$ cat src/mmu_tlb_pkg.sv
package mmu_tlb_pkg;

    parameter int VA_W   = 32;
    parameter int PA_W   = 32;
    parameter int VPPN_W = 19;  // va[31:13], covers an even/odd pair
    parameter int ASID_W = 10;
    parameter int PPN_W  = 20;  // pa[31:12]

    typedef logic [VA_W-1:0]   vaddr_t;
    typedef logic [PA_W-1:0]   paddr_t;
    typedef logic [VPPN_W-1:0] vppn_t;
    typedef logic [ASID_W-1:0] asid_t;
    typedef logic [PPN_W-1:0]  ppn_t;

endpackage

$ cat src/mmu_arch_pkg.sv
package mmu_arch_pkg;

    typedef logic [1:0] plv_t;
    typedef logic [1:0] mat_t;
    typedef logic [5:0] ecode_t;

    typedef enum logic [1:0] {ACC_FETCH, ACC_LOAD, ACC_STORE} acc_t;
    typedef enum logic [1:0] {OP_WRITE, OP_FILL, OP_INV_ALL, OP_INV_ASID} maint_op_t;

    parameter ecode_t ECODE_NONE = 6'h00;
    parameter ecode_t ECODE_PIL  = 6'h01;  // load on invalid page
    parameter ecode_t ECODE_PIS  = 6'h02;  // store on invalid page
    parameter ecode_t ECODE_PIF  = 6'h03;  // fetch on invalid page
    parameter ecode_t ECODE_PME  = 6'h04;  // store to clean page
    parameter ecode_t ECODE_PPI  = 6'h07;
    parameter ecode_t ECODE_TLBR = 6'h3f;  // refill, no matching entry

    // crmd fields
    parameter int CRMD_PLV_LO  = 0;  // 2 bits
    parameter int CRMD_DA      = 3;
    parameter int CRMD_PG      = 4;
    parameter int CRMD_DATF_LO = 5;  // 2 bits
    parameter int CRMD_DATM_LO = 7;  // 2 bits

    // dmw fields
    parameter int DMW_PLV0    = 0;
    parameter int DMW_PLV3    = 3;
    parameter int DMW_MAT_LO  = 4;   // 2 bits
    parameter int DMW_PSEG_LO = 25;  // 3 bits
    parameter int DMW_VSEG_LO = 29;  // 3 bits

endpackage
$ cat src/mmu_top.sv
module mmu_top #(
    parameter int TLB_ENTRY_NUM = 16,
    localparam int IDX_W = $clog2(TLB_ENTRY_NUM)
) (
    input  logic                    clk,
    input  logic                    rst_i,
    input  logic                    flush_i,
    // lookup
    input  logic                    lookup_valid_i,
    input  mmu_tlb_pkg::vaddr_t     va_i,
    input  mmu_arch_pkg::acc_t      acc_i,
    input  logic [31:0]             crmd_i,
    input  logic [31:0]             dmw0_i,
    input  logic [31:0]             dmw1_i,
    input  mmu_tlb_pkg::asid_t      asid_i,
    output logic                    result_valid_o,
    output mmu_tlb_pkg::paddr_t     pa_o,
    output mmu_arch_pkg::mat_t      mat_o,
    output logic                    ok_o,
    output mmu_arch_pkg::ecode_t    ecode_o,
    // maintenance
    input  logic                    maint_valid_i,
    input  mmu_arch_pkg::maint_op_t maint_op_i,
    input  logic [IDX_W-1:0]        maint_index_i,
    input  mmu_tlb_pkg::asid_t      maint_asid_i,
    input  logic                    entry_e_i,
    input  logic                    entry_g_i,
    input  logic                    entry_huge_i,
    input  mmu_tlb_pkg::vppn_t      entry_vppn_i,
    input  mmu_tlb_pkg::asid_t      entry_asid_i,
    input  mmu_tlb_pkg::ppn_t       entry_ppn0_i,
    input  mmu_arch_pkg::plv_t      entry_plv0_i,
    input  mmu_arch_pkg::mat_t      entry_mat0_i,
    input  logic                    entry_v0_i,
    input  logic                    entry_d0_i,
    input  mmu_tlb_pkg::ppn_t       entry_ppn1_i,
    input  mmu_arch_pkg::plv_t      entry_plv1_i,
    input  mmu_arch_pkg::mat_t      entry_mat1_i,
    input  logic                    entry_v1_i,
    input  logic                    entry_d1_i,
    output logic                    maint_busy_o,
    output logic                    maint_done_o
);

    logic               tlb_hit;
    logic               tlb_huge;
    mmu_tlb_pkg::ppn_t  tlb_ppn;
    mmu_arch_pkg::plv_t tlb_plv;
    mmu_arch_pkg::mat_t tlb_mat;
    logic               tlb_v;
    logic               tlb_d;

    logic               wr_en;
    logic               wr_clear;
    logic [IDX_W-1:0]   wr_index;
    logic               sweep_asid_only;
    mmu_tlb_pkg::asid_t sweep_asid;
    logic               fill_adv;
    logic               sweep_start;
    logic               sweep_step;
    logic [IDX_W-1:0]   fill_index;
    logic [IDX_W-1:0]   sweep_index;
    logic               sweep_last;

    tlb_array #(.TLB_ENTRY_NUM(TLB_ENTRY_NUM)) i_tlb_array (
        .clk, .rst_i, .va_i, .asid_i,
        .wr_en_i(wr_en), .wr_clear_i(wr_clear), .wr_index_i(wr_index),
        .sweep_asid_only_i(sweep_asid_only), .sweep_asid_i(sweep_asid),
        .entry_e_i, .entry_g_i, .entry_huge_i, .entry_vppn_i, .entry_asid_i,
        .entry_ppn0_i, .entry_plv0_i, .entry_mat0_i, .entry_v0_i, .entry_d0_i,
        .entry_ppn1_i, .entry_plv1_i, .entry_mat1_i, .entry_v1_i, .entry_d1_i,
        .hit_o(tlb_hit), .huge_o(tlb_huge), .ppn_o(tlb_ppn), .plv_o(tlb_plv),
        .mat_o(tlb_mat), .v_o(tlb_v), .d_o(tlb_d)
    );

    addr_translate i_addr_translate (
        .clk, .rst_i, .flush_i, .lookup_valid_i, .va_i, .acc_i,
        .crmd_i, .dmw0_i, .dmw1_i,
        .tlb_hit_i(tlb_hit), .tlb_huge_i(tlb_huge), .tlb_ppn_i(tlb_ppn),
        .tlb_plv_i(tlb_plv), .tlb_mat_i(tlb_mat), .tlb_v_i(tlb_v), .tlb_d_i(tlb_d),
        .result_valid_o, .pa_o, .mat_o, .ok_o, .ecode_o
    );

    tlb_maint_fsm #(.TLB_ENTRY_NUM(TLB_ENTRY_NUM)) i_tlb_maint_fsm (
        .clk, .rst_i, .maint_valid_i, .maint_op_i, .maint_index_i, .maint_asid_i,
        .fill_index_i(fill_index), .sweep_index_i(sweep_index),
        .sweep_last_i(sweep_last),
        .wr_en_o(wr_en), .wr_clear_o(wr_clear), .wr_index_o(wr_index),
        .sweep_asid_only_o(sweep_asid_only), .sweep_asid_o(sweep_asid),
        .fill_adv_o(fill_adv), .sweep_start_o(sweep_start), .sweep_step_o(sweep_step),
        .busy_o(maint_busy_o), .done_o(maint_done_o)
    );

    tlb_index_counter #(.TLB_ENTRY_NUM(TLB_ENTRY_NUM)) i_tlb_index_counter (
        .clk, .rst_i,
        .fill_adv_i(fill_adv), .sweep_start_i(sweep_start), .sweep_step_i(sweep_step),
        .fill_index_o(fill_index), .sweep_index_o(sweep_index),
        .sweep_last_o(sweep_last)
    );

endmodule

$ cat src/tlb_index_counter.sv
module tlb_index_counter #(
    parameter int TLB_ENTRY_NUM = 16,
    localparam int IDX_W = $clog2(TLB_ENTRY_NUM)
) (
    input  logic             clk,
    input  logic             rst_i,
    input  logic             fill_adv_i,
    input  logic             sweep_start_i,
    input  logic             sweep_step_i,
    output logic [IDX_W-1:0] fill_index_o,
    output logic [IDX_W-1:0] sweep_index_o,
    output logic             sweep_last_o
);

    always_ff @(posedge clk) begin
        if (rst_i) begin
            fill_index_o  <= '0;
            sweep_index_o <= '0;
        end else begin
            if (fill_adv_i) begin
                fill_index_o <= fill_index_o + 1'b1;  // wraps, entry count is a power of two
            end
            if (sweep_start_i) begin
                sweep_index_o <= '0;
            end else if (sweep_step_i) begin
                sweep_index_o <= sweep_index_o + 1'b1;
            end
        end
    end

    assign sweep_last_o = sweep_index_o == IDX_W'(TLB_ENTRY_NUM - 1);

endmodule

$ cat src/tlb_maint_fsm.sv
module tlb_maint_fsm #(
    parameter int TLB_ENTRY_NUM = 16,
    localparam int IDX_W = $clog2(TLB_ENTRY_NUM)
) (
    input  logic                    clk,
    input  logic                    rst_i,
    input  logic                    maint_valid_i,
    input  mmu_arch_pkg::maint_op_t maint_op_i,
    input  logic [IDX_W-1:0]        maint_index_i,
    input  mmu_tlb_pkg::asid_t      maint_asid_i,
    input  logic [IDX_W-1:0]        fill_index_i,
    input  logic [IDX_W-1:0]        sweep_index_i,
    input  logic                    sweep_last_i,
    output logic                    wr_en_o,
    output logic                    wr_clear_o,
    output logic [IDX_W-1:0]        wr_index_o,
    output logic                    sweep_asid_only_o,
    output mmu_tlb_pkg::asid_t      sweep_asid_o,
    output logic                    fill_adv_o,
    output logic                    sweep_start_o,
    output logic                    sweep_step_o,
    output logic                    busy_o,
    output logic                    done_o
);

    typedef enum logic [1:0] {IDLE, SWEEP, DONE} state_t;

    state_t                  state_q;
    state_t                  state_d;
    mmu_arch_pkg::maint_op_t op_q;

    always_ff @(posedge clk) begin
        if (rst_i) begin
            state_q <= IDLE;
        end else begin
            state_q <= state_d;
        end
    end

    // sweep parameters held for the whole pass
    always_ff @(posedge clk) begin
        if (sweep_start_o) begin
            op_q         <= maint_op_i;
            sweep_asid_o <= maint_asid_i;
        end
    end

    always_comb begin
        state_d       = state_q;
        wr_en_o       = 1'b0;
        wr_clear_o    = 1'b0;
        wr_index_o    = maint_index_i;
        fill_adv_o    = 1'b0;
        sweep_start_o = 1'b0;
        sweep_step_o  = 1'b0;
        case (state_q)
            IDLE: begin
                if (maint_valid_i) begin  // only idle takes new requests
                    case (maint_op_i)
                        mmu_arch_pkg::OP_WRITE: begin
                            wr_en_o = 1'b1;
                            state_d = DONE;
                        end
                        mmu_arch_pkg::OP_FILL: begin
                            wr_en_o    = 1'b1;
                            wr_index_o = fill_index_i;
                            fill_adv_o = 1'b1;
                            state_d    = DONE;
                        end
                        default: begin
                            sweep_start_o = 1'b1;
                            state_d       = SWEEP;
                        end
                    endcase
                end
            end
            SWEEP: begin
                wr_en_o      = 1'b1;
                wr_clear_o   = 1'b1;
                wr_index_o   = sweep_index_i;  // one entry per cycle
                sweep_step_o = 1'b1;
                if (sweep_last_i) begin
                    state_d = DONE;
                end
            end
            default: state_d = IDLE;
        endcase
    end

    assign sweep_asid_only_o = op_q == mmu_arch_pkg::OP_INV_ASID;
    assign busy_o            = state_q == SWEEP;
    assign done_o            = state_q == DONE;

    a_sweep_from_zero: assert property (@(posedge clk) disable iff (rst_i)
        sweep_start_o |=> sweep_index_i == '0);

endmodule

$ cat src/addr_translate.sv
module addr_translate (
    input  logic                    clk,
    input  logic                    rst_i,
    input  logic                    flush_i,
    input  logic                    lookup_valid_i,
    input  mmu_tlb_pkg::vaddr_t     va_i,
    input  mmu_arch_pkg::acc_t      acc_i,
    input  logic [31:0]             crmd_i,
    input  logic [31:0]             dmw0_i,
    input  logic [31:0]             dmw1_i,
    input  logic                    tlb_hit_i,
    input  logic                    tlb_huge_i,
    input  mmu_tlb_pkg::ppn_t       tlb_ppn_i,
    input  mmu_arch_pkg::plv_t      tlb_plv_i,
    input  mmu_arch_pkg::mat_t      tlb_mat_i,
    input  logic                    tlb_v_i,
    input  logic                    tlb_d_i,
    output logic                    result_valid_o,
    output mmu_tlb_pkg::paddr_t     pa_o,
    output mmu_arch_pkg::mat_t      mat_o,
    output logic                    ok_o,
    output mmu_arch_pkg::ecode_t    ecode_o
);

    mmu_arch_pkg::plv_t   plv;
    logic                 da_mode;
    logic                 dmw0_hit;
    logic                 dmw1_hit;
    logic [31:0]          dmw_sel;
    mmu_tlb_pkg::paddr_t  pa_d;
    mmu_arch_pkg::mat_t   mat_d;
    mmu_arch_pkg::ecode_t ecode_d;

    assign plv = crmd_i[mmu_arch_pkg::CRMD_PLV_LO +: 2];

    // pg clear is treated as direct too
    assign da_mode = crmd_i[mmu_arch_pkg::CRMD_DA] || !crmd_i[mmu_arch_pkg::CRMD_PG];

    assign dmw0_hit = dmw0_i[mmu_arch_pkg::DMW_VSEG_LO +: 3] == va_i[31:29] &&
                      ((plv == 2'd0 && dmw0_i[mmu_arch_pkg::DMW_PLV0]) ||
                       (plv == 2'd3 && dmw0_i[mmu_arch_pkg::DMW_PLV3]));
    assign dmw1_hit = dmw1_i[mmu_arch_pkg::DMW_VSEG_LO +: 3] == va_i[31:29] &&
                      ((plv == 2'd0 && dmw1_i[mmu_arch_pkg::DMW_PLV0]) ||
                       (plv == 2'd3 && dmw1_i[mmu_arch_pkg::DMW_PLV3]));
    assign dmw_sel  = dmw0_hit ? dmw0_i : dmw1_i;  // window 0 wins

    always_comb begin
        ecode_d = mmu_arch_pkg::ECODE_NONE;
        if (da_mode) begin
            pa_d  = va_i;
            mat_d = (acc_i == mmu_arch_pkg::ACC_FETCH) ?
                    crmd_i[mmu_arch_pkg::CRMD_DATF_LO +: 2] :
                    crmd_i[mmu_arch_pkg::CRMD_DATM_LO +: 2];
        end else if (dmw0_hit || dmw1_hit) begin
            pa_d  = {dmw_sel[mmu_arch_pkg::DMW_PSEG_LO +: 3], va_i[28:0]};
            mat_d = dmw_sel[mmu_arch_pkg::DMW_MAT_LO +: 2];
        end else begin
            pa_d  = tlb_huge_i ? {tlb_ppn_i[19:10], va_i[21:0]} : {tlb_ppn_i, va_i[11:0]};
            mat_d = tlb_mat_i;
            if (!tlb_hit_i) begin
                ecode_d = mmu_arch_pkg::ECODE_TLBR;
            end else if (!tlb_v_i) begin
                case (acc_i)
                    mmu_arch_pkg::ACC_FETCH: ecode_d = mmu_arch_pkg::ECODE_PIF;
                    mmu_arch_pkg::ACC_LOAD:  ecode_d = mmu_arch_pkg::ECODE_PIL;
                    default:                 ecode_d = mmu_arch_pkg::ECODE_PIS;
                endcase
            end else if (plv > tlb_plv_i) begin
                ecode_d = mmu_arch_pkg::ECODE_PPI;
            end else if (acc_i == mmu_arch_pkg::ACC_STORE && !tlb_d_i) begin
                ecode_d = mmu_arch_pkg::ECODE_PME;  // first store to clean page
            end
        end
    end

    always_ff @(posedge clk) begin
        if (rst_i || flush_i) begin
            result_valid_o <= 1'b0;
        end else begin
            result_valid_o <= lookup_valid_i;
        end
    end

    always_ff @(posedge clk) begin
        if (lookup_valid_i) begin
            pa_o    <= pa_d;
            mat_o   <= mat_d;
            ecode_o <= ecode_d;
            ok_o    <= ecode_d == mmu_arch_pkg::ECODE_NONE;
        end
    end

    a_acc_defined: assert property (@(posedge clk) disable iff (rst_i)
        lookup_valid_i |-> 2'(acc_i) != 2'b11);

endmodule

$ cat src/tlb_array.sv
module tlb_array #(
    parameter int TLB_ENTRY_NUM = 16,
    localparam int IDX_W = $clog2(TLB_ENTRY_NUM)
) (
    input  logic                 clk,
    input  logic                 rst_i,
    input  mmu_tlb_pkg::vaddr_t  va_i,
    input  mmu_tlb_pkg::asid_t   asid_i,
    input  logic                 wr_en_i,
    input  logic                 wr_clear_i,
    input  logic [IDX_W-1:0]     wr_index_i,
    input  logic                 sweep_asid_only_i,
    input  mmu_tlb_pkg::asid_t   sweep_asid_i,
    input  logic                 entry_e_i,
    input  logic                 entry_g_i,
    input  logic                 entry_huge_i,
    input  mmu_tlb_pkg::vppn_t   entry_vppn_i,
    input  mmu_tlb_pkg::asid_t   entry_asid_i,
    input  mmu_tlb_pkg::ppn_t    entry_ppn0_i,
    input  mmu_arch_pkg::plv_t   entry_plv0_i,
    input  mmu_arch_pkg::mat_t   entry_mat0_i,
    input  logic                 entry_v0_i,
    input  logic                 entry_d0_i,
    input  mmu_tlb_pkg::ppn_t    entry_ppn1_i,
    input  mmu_arch_pkg::plv_t   entry_plv1_i,
    input  mmu_arch_pkg::mat_t   entry_mat1_i,
    input  logic                 entry_v1_i,
    input  logic                 entry_d1_i,
    output logic                 hit_o,
    output logic                 huge_o,
    output mmu_tlb_pkg::ppn_t    ppn_o,
    output mmu_arch_pkg::plv_t   plv_o,
    output mmu_arch_pkg::mat_t   mat_o,
    output logic                 v_o,
    output logic                 d_o
);

    // key part
    logic [TLB_ENTRY_NUM-1:0] e_q;
    logic [TLB_ENTRY_NUM-1:0] g_q;
    logic [TLB_ENTRY_NUM-1:0] huge_q;
    mmu_tlb_pkg::vppn_t       vppn_q [TLB_ENTRY_NUM];
    mmu_tlb_pkg::asid_t       asid_q [TLB_ENTRY_NUM];

    // page part, [0] even and [1] odd
    mmu_tlb_pkg::ppn_t  ppn_q [TLB_ENTRY_NUM][2];
    mmu_arch_pkg::plv_t plv_q [TLB_ENTRY_NUM][2];
    mmu_arch_pkg::mat_t mat_q [TLB_ENTRY_NUM][2];
    logic               v_q   [TLB_ENTRY_NUM][2];
    logic               d_q   [TLB_ENTRY_NUM][2];

    logic [TLB_ENTRY_NUM-1:0] match;
    logic [TLB_ENTRY_NUM-1:0] odd;
    logic                     clear_ok;

    // asid filtered clear spares global entries and other asids
    assign clear_ok = !sweep_asid_only_i ||
                      (!g_q[wr_index_i] && asid_q[wr_index_i] == sweep_asid_i);

    always_ff @(posedge clk) begin
        if (rst_i) begin
            e_q <= '0;
        end else if (wr_en_i) begin
            if (!wr_clear_i) begin
                e_q[wr_index_i] <= entry_e_i;
            end else if (clear_ok) begin
                e_q[wr_index_i] <= 1'b0;
            end
        end
    end

    always_ff @(posedge clk) begin
        if (wr_en_i && !wr_clear_i) begin
            g_q[wr_index_i]       <= entry_g_i;
            huge_q[wr_index_i]    <= entry_huge_i;
            vppn_q[wr_index_i]    <= entry_vppn_i;
            asid_q[wr_index_i]    <= entry_asid_i;
            ppn_q[wr_index_i][0]  <= entry_ppn0_i;
            plv_q[wr_index_i][0]  <= entry_plv0_i;
            mat_q[wr_index_i][0]  <= entry_mat0_i;
            v_q[wr_index_i][0]    <= entry_v0_i;
            d_q[wr_index_i][0]    <= entry_d0_i;
            ppn_q[wr_index_i][1]  <= entry_ppn1_i;
            plv_q[wr_index_i][1]  <= entry_plv1_i;
            mat_q[wr_index_i][1]  <= entry_mat1_i;
            v_q[wr_index_i][1]    <= entry_v1_i;
            d_q[wr_index_i][1]    <= entry_d1_i;
        end
    end

    always_comb begin
        for (int i = 0; i < TLB_ENTRY_NUM; i++) begin
            match[i] = e_q[i] && (g_q[i] || asid_q[i] == asid_i) &&
                       (huge_q[i] ? va_i[31:22] == vppn_q[i][18:9]
                                  : va_i[31:13] == vppn_q[i]);
            odd[i]   = huge_q[i] ? va_i[22] : va_i[12];
        end
    end

    // parallel select, match is one-hot or empty
    always_comb begin
        hit_o  = 1'b0;
        huge_o = 1'b0;
        ppn_o  = '0;
        plv_o  = '0;
        mat_o  = '0;
        v_o    = 1'b0;
        d_o    = 1'b0;
        for (int i = 0; i < TLB_ENTRY_NUM; i++) begin
            if (match[i]) begin
                hit_o  = 1'b1;
                huge_o = huge_q[i];
                ppn_o  = ppn_q[i][odd[i]];
                plv_o  = plv_q[i][odd[i]];
                mat_o  = mat_q[i][odd[i]];
                v_o    = v_q[i][odd[i]];
                d_o    = d_q[i][odd[i]];
            end
        end
    end

    a_single_match: assert property (@(posedge clk) disable iff (rst_i) $onehot0(match));

endmodule

$ cat config.mk
export PLATFORM = sky130hd
export DESIGN_NAME = mmu_top
export DESIGN_NICKNAME = d
export VERILOG_FILES = /design/src/mmu_tlb_pkg.sv /design/src/mmu_arch_pkg.sv /design/src/mmu_top.sv /design/src/tlb_index_counter.sv /design/src/tlb_maint_fsm.sv /design/src/addr_translate.sv /design/src/tlb_array.sv
export SDC_FILE = /design/constraint.sdc
export NUM_CORES = 2
export LEC_CHECK = 0
export BUFFER_PORTS_ARGS = -buffer_cell sky130_fd_sc_hd__buf_2
export CORE_ASPECT_RATIO = 2
export CORE_MARGIN = 10
export CORE_UTILIZATION = 45
export DETAILED_ROUTE_END_ITERATION = 6
export SYNTH_ARGS = -nofsm -noshare
export SYNTH_HDL_FRONTEND = slang
export SYNTH_SLANG_ARGS = --single-unit
$ cat constraint.sdc
create_clock -name clk -period 22.3 [get_ports clk]
set_clock_uncertainty 0.05 [all_clocks]
set_input_delay 4.46 -clock clk [delete_from_list [all_inputs] [get_ports clk]]
set_output_delay 4.46 -clock clk [all_outputs]
set_load 0.05 [all_outputs]
==> key figures <==
STA
  • Worst-margin pin slew: between 1 and 1.5 ns
  • Max frequency: between 90 and 100 MHz
  • Shortest period the worst path allows: around 11 ns
  • RSZ-0062 raised after global routing: no
  • Slew headroom: 12.2%
  • Setup TNS: 0 ns
  • Count of final hold-check violations: 0
  • Tcrit/Tclk final: slightly below 50%
  • Final setup violating endpoints: 0
  • Max-slew violations: 0

Worst setup path
  • Worst Path Arrival: approximately 11 ns
  • CP Capture Type: flop
  • CP top delay family: compound AO/OA/AOI/OAI gates
  • WP buf/inv: 2
  • Critical Path Most Common Cell: o21ai_0
  • Worst EP required: between 20 and 25 ns
  • CP Max Fanout: 22
  • CP Cell Sequence: buf_2, xor2_1, nor4_1, a41oi_1, or3_1, buf_4, nand3_1, a221oi_1, o31ai_1, a221oi_1, o31ai_1, a31oi_1, o21ai_0, ha_1, nor2b_1, o21ai_0, nand2_1, o21ai_0, a21boi_0
  • Critical path class: input pin to flop
  • Slowest CP cell: o21ai_0
  • Instance count on the critical path: 19
  • FF-to-FF path depth: 18
  • Critical path's largest stage delay: just under 0.9 ns
  • CP Launch Type: input pin

Place
  • Post-DP HPWL: about 130000 um
  • Buffers on Ports: 220
  • Placer congestion estimate: between 0.9 and 1

Yosys
  • Synth Register Bits: between 1000 and 1500
  • Mapped Cells: 3911
  • Synth Cell Area: roughly 60000 sq um
  • Number of synthesized flops with an enable pin: roughly 1400
  • Syn Nets: between 4000 and 5000
  • Top cells by count, synth: 1379 x edfxtp_1, 324 x mux2i_1, 257 x xnor2_1, 230 x xor2_1, 151 x nor2_1
  • Register area share after synthesis: between 60% and 70%
  • Cell variety after synth: 81
  • Yosys warning total: 0
  • Syn Area/Cell: ~15 sq um
  • FFs w/ async S/R, synth: 0%
  • Cell taking the most area after synthesis: edfxtp_1
  • Dominant synthesized flop cell: edfxtp_1
  • Main area contributors after synthesis: edfxtp_1 69%, mux2i_1 5.4%, xnor2_1 3.7%
  • Top-count cell post-synth: edfxtp_1
  • Share of the synthesized area in the top cell type: approximately 69%

Clock tree
  • Postcts setup bufs: 0
  • CTS tree: built
  • H-tree levels: 4
  • Post_cts resized: 0
  • CTS clock-pin slew for the worst setup and hold paths: ~0.06 ns
  • Clock buffer depth: 3
  • # hold bufs at CTS: 0
  • CTS Buf Count: 130
  • CTS sink count: approximately 1400
  • Root Buffer: clkbuf_16
  • Worst-skew pair later-pin latency: slightly below 0.8 ns

Die
  • Die X: 278 um
  • Core area: 133000 sq um
  • Die Footprint: 150000 sq um
  • Die height: about 540 um
  • Starting density of the core: 45.3%
  • Ports: 289
  • Row count: ~190

Pwr
  • Leak Pwr: 22.3 nW
  • Int Pwr: 4.22 mW
  • Peak supply drop: 0.0631 mV
  • Power consumption: between 5 and 6 mW
  • Sequential Power Share: 53.5%
  • Psw: 1.29 mW
  • Clock share of power: 39.3%
  • Gate power share: under 10%
  • Sw Ratio: 23.3%
  • PD cells: 81.0 nW/um^2

Route
  • Via count: 36800
  • DR vias/cell: approximately 6.1
  • Drt first pass iters: 6
  • DRC Markers: 0
  • First DRT Iteration DRCs: ~3600
  • Detailed Route WL: 196000 um
  • Drt wl/cell: approximately 33 um
  • Remaining antenna violation count: 0

Layout
  • Final-stage net count: between 4000 and 5000
  • Share of layout cells above drive strength 1: 17.7%
  • P&R area growth vs syn: 13.1%

Global routing
  • Vias in the first global route: about 38000
  • Largest net degree at the start of global routing: 62
  • Total GRT Usage: 25.8%
  • Initial antenna violation count: 13
  • Global-route wire length before repair: between 200000 and 300000 um
  • Grt ovf: 0

Status
  • Status: finished clean

Hold path
  • Hold Path Depth: 2
  • Hold Path Class: flop to flop

Run
  • Max-cap viol count: 0
sequential cells by signal (all words and copies together), names as in the netlist:
signal                             cells
i_tlb_array.ppn_q                    640
i_tlb_array.vppn_q                   304
i_tlb_array.asid_q                   160
i_tlb_array.mat_q                     64
i_tlb_array.plv_q                     64
i_addr_translate.pa_o                 32
i_tlb_array.d_q                       32
i_tlb_array.v_q                       32
i_tlb_array.e_q                       16
i_tlb_array.g_q                       16
i_tlb_array.huge_q                    16
i_tlb_maint_fsm.sweep_asid_o          10
i_addr_translate.ecode_o               4
i_tlb_index_counter.fill_index_o       4
i_tlb_index_counter.sweep_index_o      4
i_addr_translate.mat_o                 2
i_tlb_maint_fsm.op_q                   2
i_tlb_maint_fsm.state_q                2
i_addr_translate.ok_o                  1
i_addr_translate.result_valid_o        1
tightest hold or removal path, stage by stage (launching register included):
cell      delay, ns
dfxtp_1        0.31
nand2b_1       0.06
mux2i_1        0.06
layer usage:
metal  vias up  wire, um  global-route usage (%)
met2      1495    105000                    47.8
met1     18900     66200                    26.8
met5         -        13                       0
met4         2     14300                    17.0
met3       503     10400                    3.64
li1      15800         -                       -
cell usage in the layout, fill, tap and decap left out, drive strengths merged, types with 20 or more instances in the layout:
| cell | synthesis | final |
|---|---|---|
| o22ai | 22 | 22 |
| nor3 | 64 | 64 |
| nand2 | 150 | 150 |
| mux2i | 324 | 324 |
| clkbuf | 138 | 158 |
| a21oi | 146 | 146 |
| nand2b | 25 | 25 |
| a22oi | 23 | 23 |
| inv | 15 | 22 |
| a221oi | 38 | 38 |
| nand4 | 73 | 73 |
| or3 | 26 | 26 |
| dfxtp | 27 | 27 |
| a41oi | 20 | 20 |
| xor2 | 230 | 230 |
| nor2 | 151 | 151 |
| and3 | 22 | 22 |
| a211oi | 40 | 40 |
| o211ai | 25 | 25 |
| mux2 | 132 | 132 |
| nand3 | 72 | 72 |
| nor2b | 42 | 42 |
| edfxtp | 1379 | 1379 |
| nor4 | 67 | 67 |
| buf | 60 | 347 |
| o21ai | 96 | 96 |
| clkinv | 0 | 56 |
| o221ai | 22 | 22 |
| a2111oi | 31 | 31 |
| xnor2 | 257 | 257 |
power groups by stage:
stage / logic [mW] / registers (mW) / clock network, mW
after floorplan: 0.193 / 3.03 / 0
after global placement: 0.387 / 3.00 / 0
after detailed placement: 0.390 / 3.00 / 0
after CTS: 0.392 / 2.95 / 2.20
after global routing: 0.410 / 2.95 / 2.29
final: 0.393 / 2.95 / 2.17
worst paths after layout:
check	start	to	slack [ns]
max	asid_i[3]	i_addr_translate.ok_o	11.52
min	i_tlb_array.e_q[8]	i_tlb_array.e_q[8]	0.43
max reg2reg	i_tlb_array.asid_q[1][3]	i_addr_translate.ok_o	15.32
min reg2reg	i_tlb_array.e_q[8]	i_tlb_array.e_q[8]	0.43
layout make-up:
cell class | instances | area, sq um
clock buffers | 158 | 3430
diodes | 8 | 20.0
multi-input cells | 2292 | 17700
clock inverters | 74 | 609
inverters | 15 | 56.3
flip-flops and latches | 1406 | 42000
repair buffers | 347 | 2050
well taps | 1719 | 2150
fillers | 11100 | 64700
per-stage QoR:
stage	instance area [sq um]	worst slack, ns	std cells	hold slack (ns)	utilization (%)
2_1_floorplan	60100	9.64	3911	0.399	-
3_3_place_gp	63900	11.01	5779	0.417	48.2
3_5_place_dp	63900	10.96	5779	0.426	48.2
4_1_cts	68000	11.75	6011	0.445	51.2
5_1_grt	68000	11.44	6012	0.452	51.2
6_report	68000	11.52	6019	0.434	51.2
cells by family (layout without fill, tap and decap cells):
family / count (synthesis) / in the layout / synth area share [%]
flops: 1406 / 1406 / 69.8
simple gates: 741 / 741 / 6.33
compound gates: 593 / 593 / 6.98
xor+xnor: 487 / 487 / 7.09
mux: 467 / 467 / 8.28
buf+inv: 213 / 594 / 1.46
fa+ha+maj: 4 / 4 / 0.0832
other cells: 0 / 8 / 0
Power figures use the tool's default switching activity.
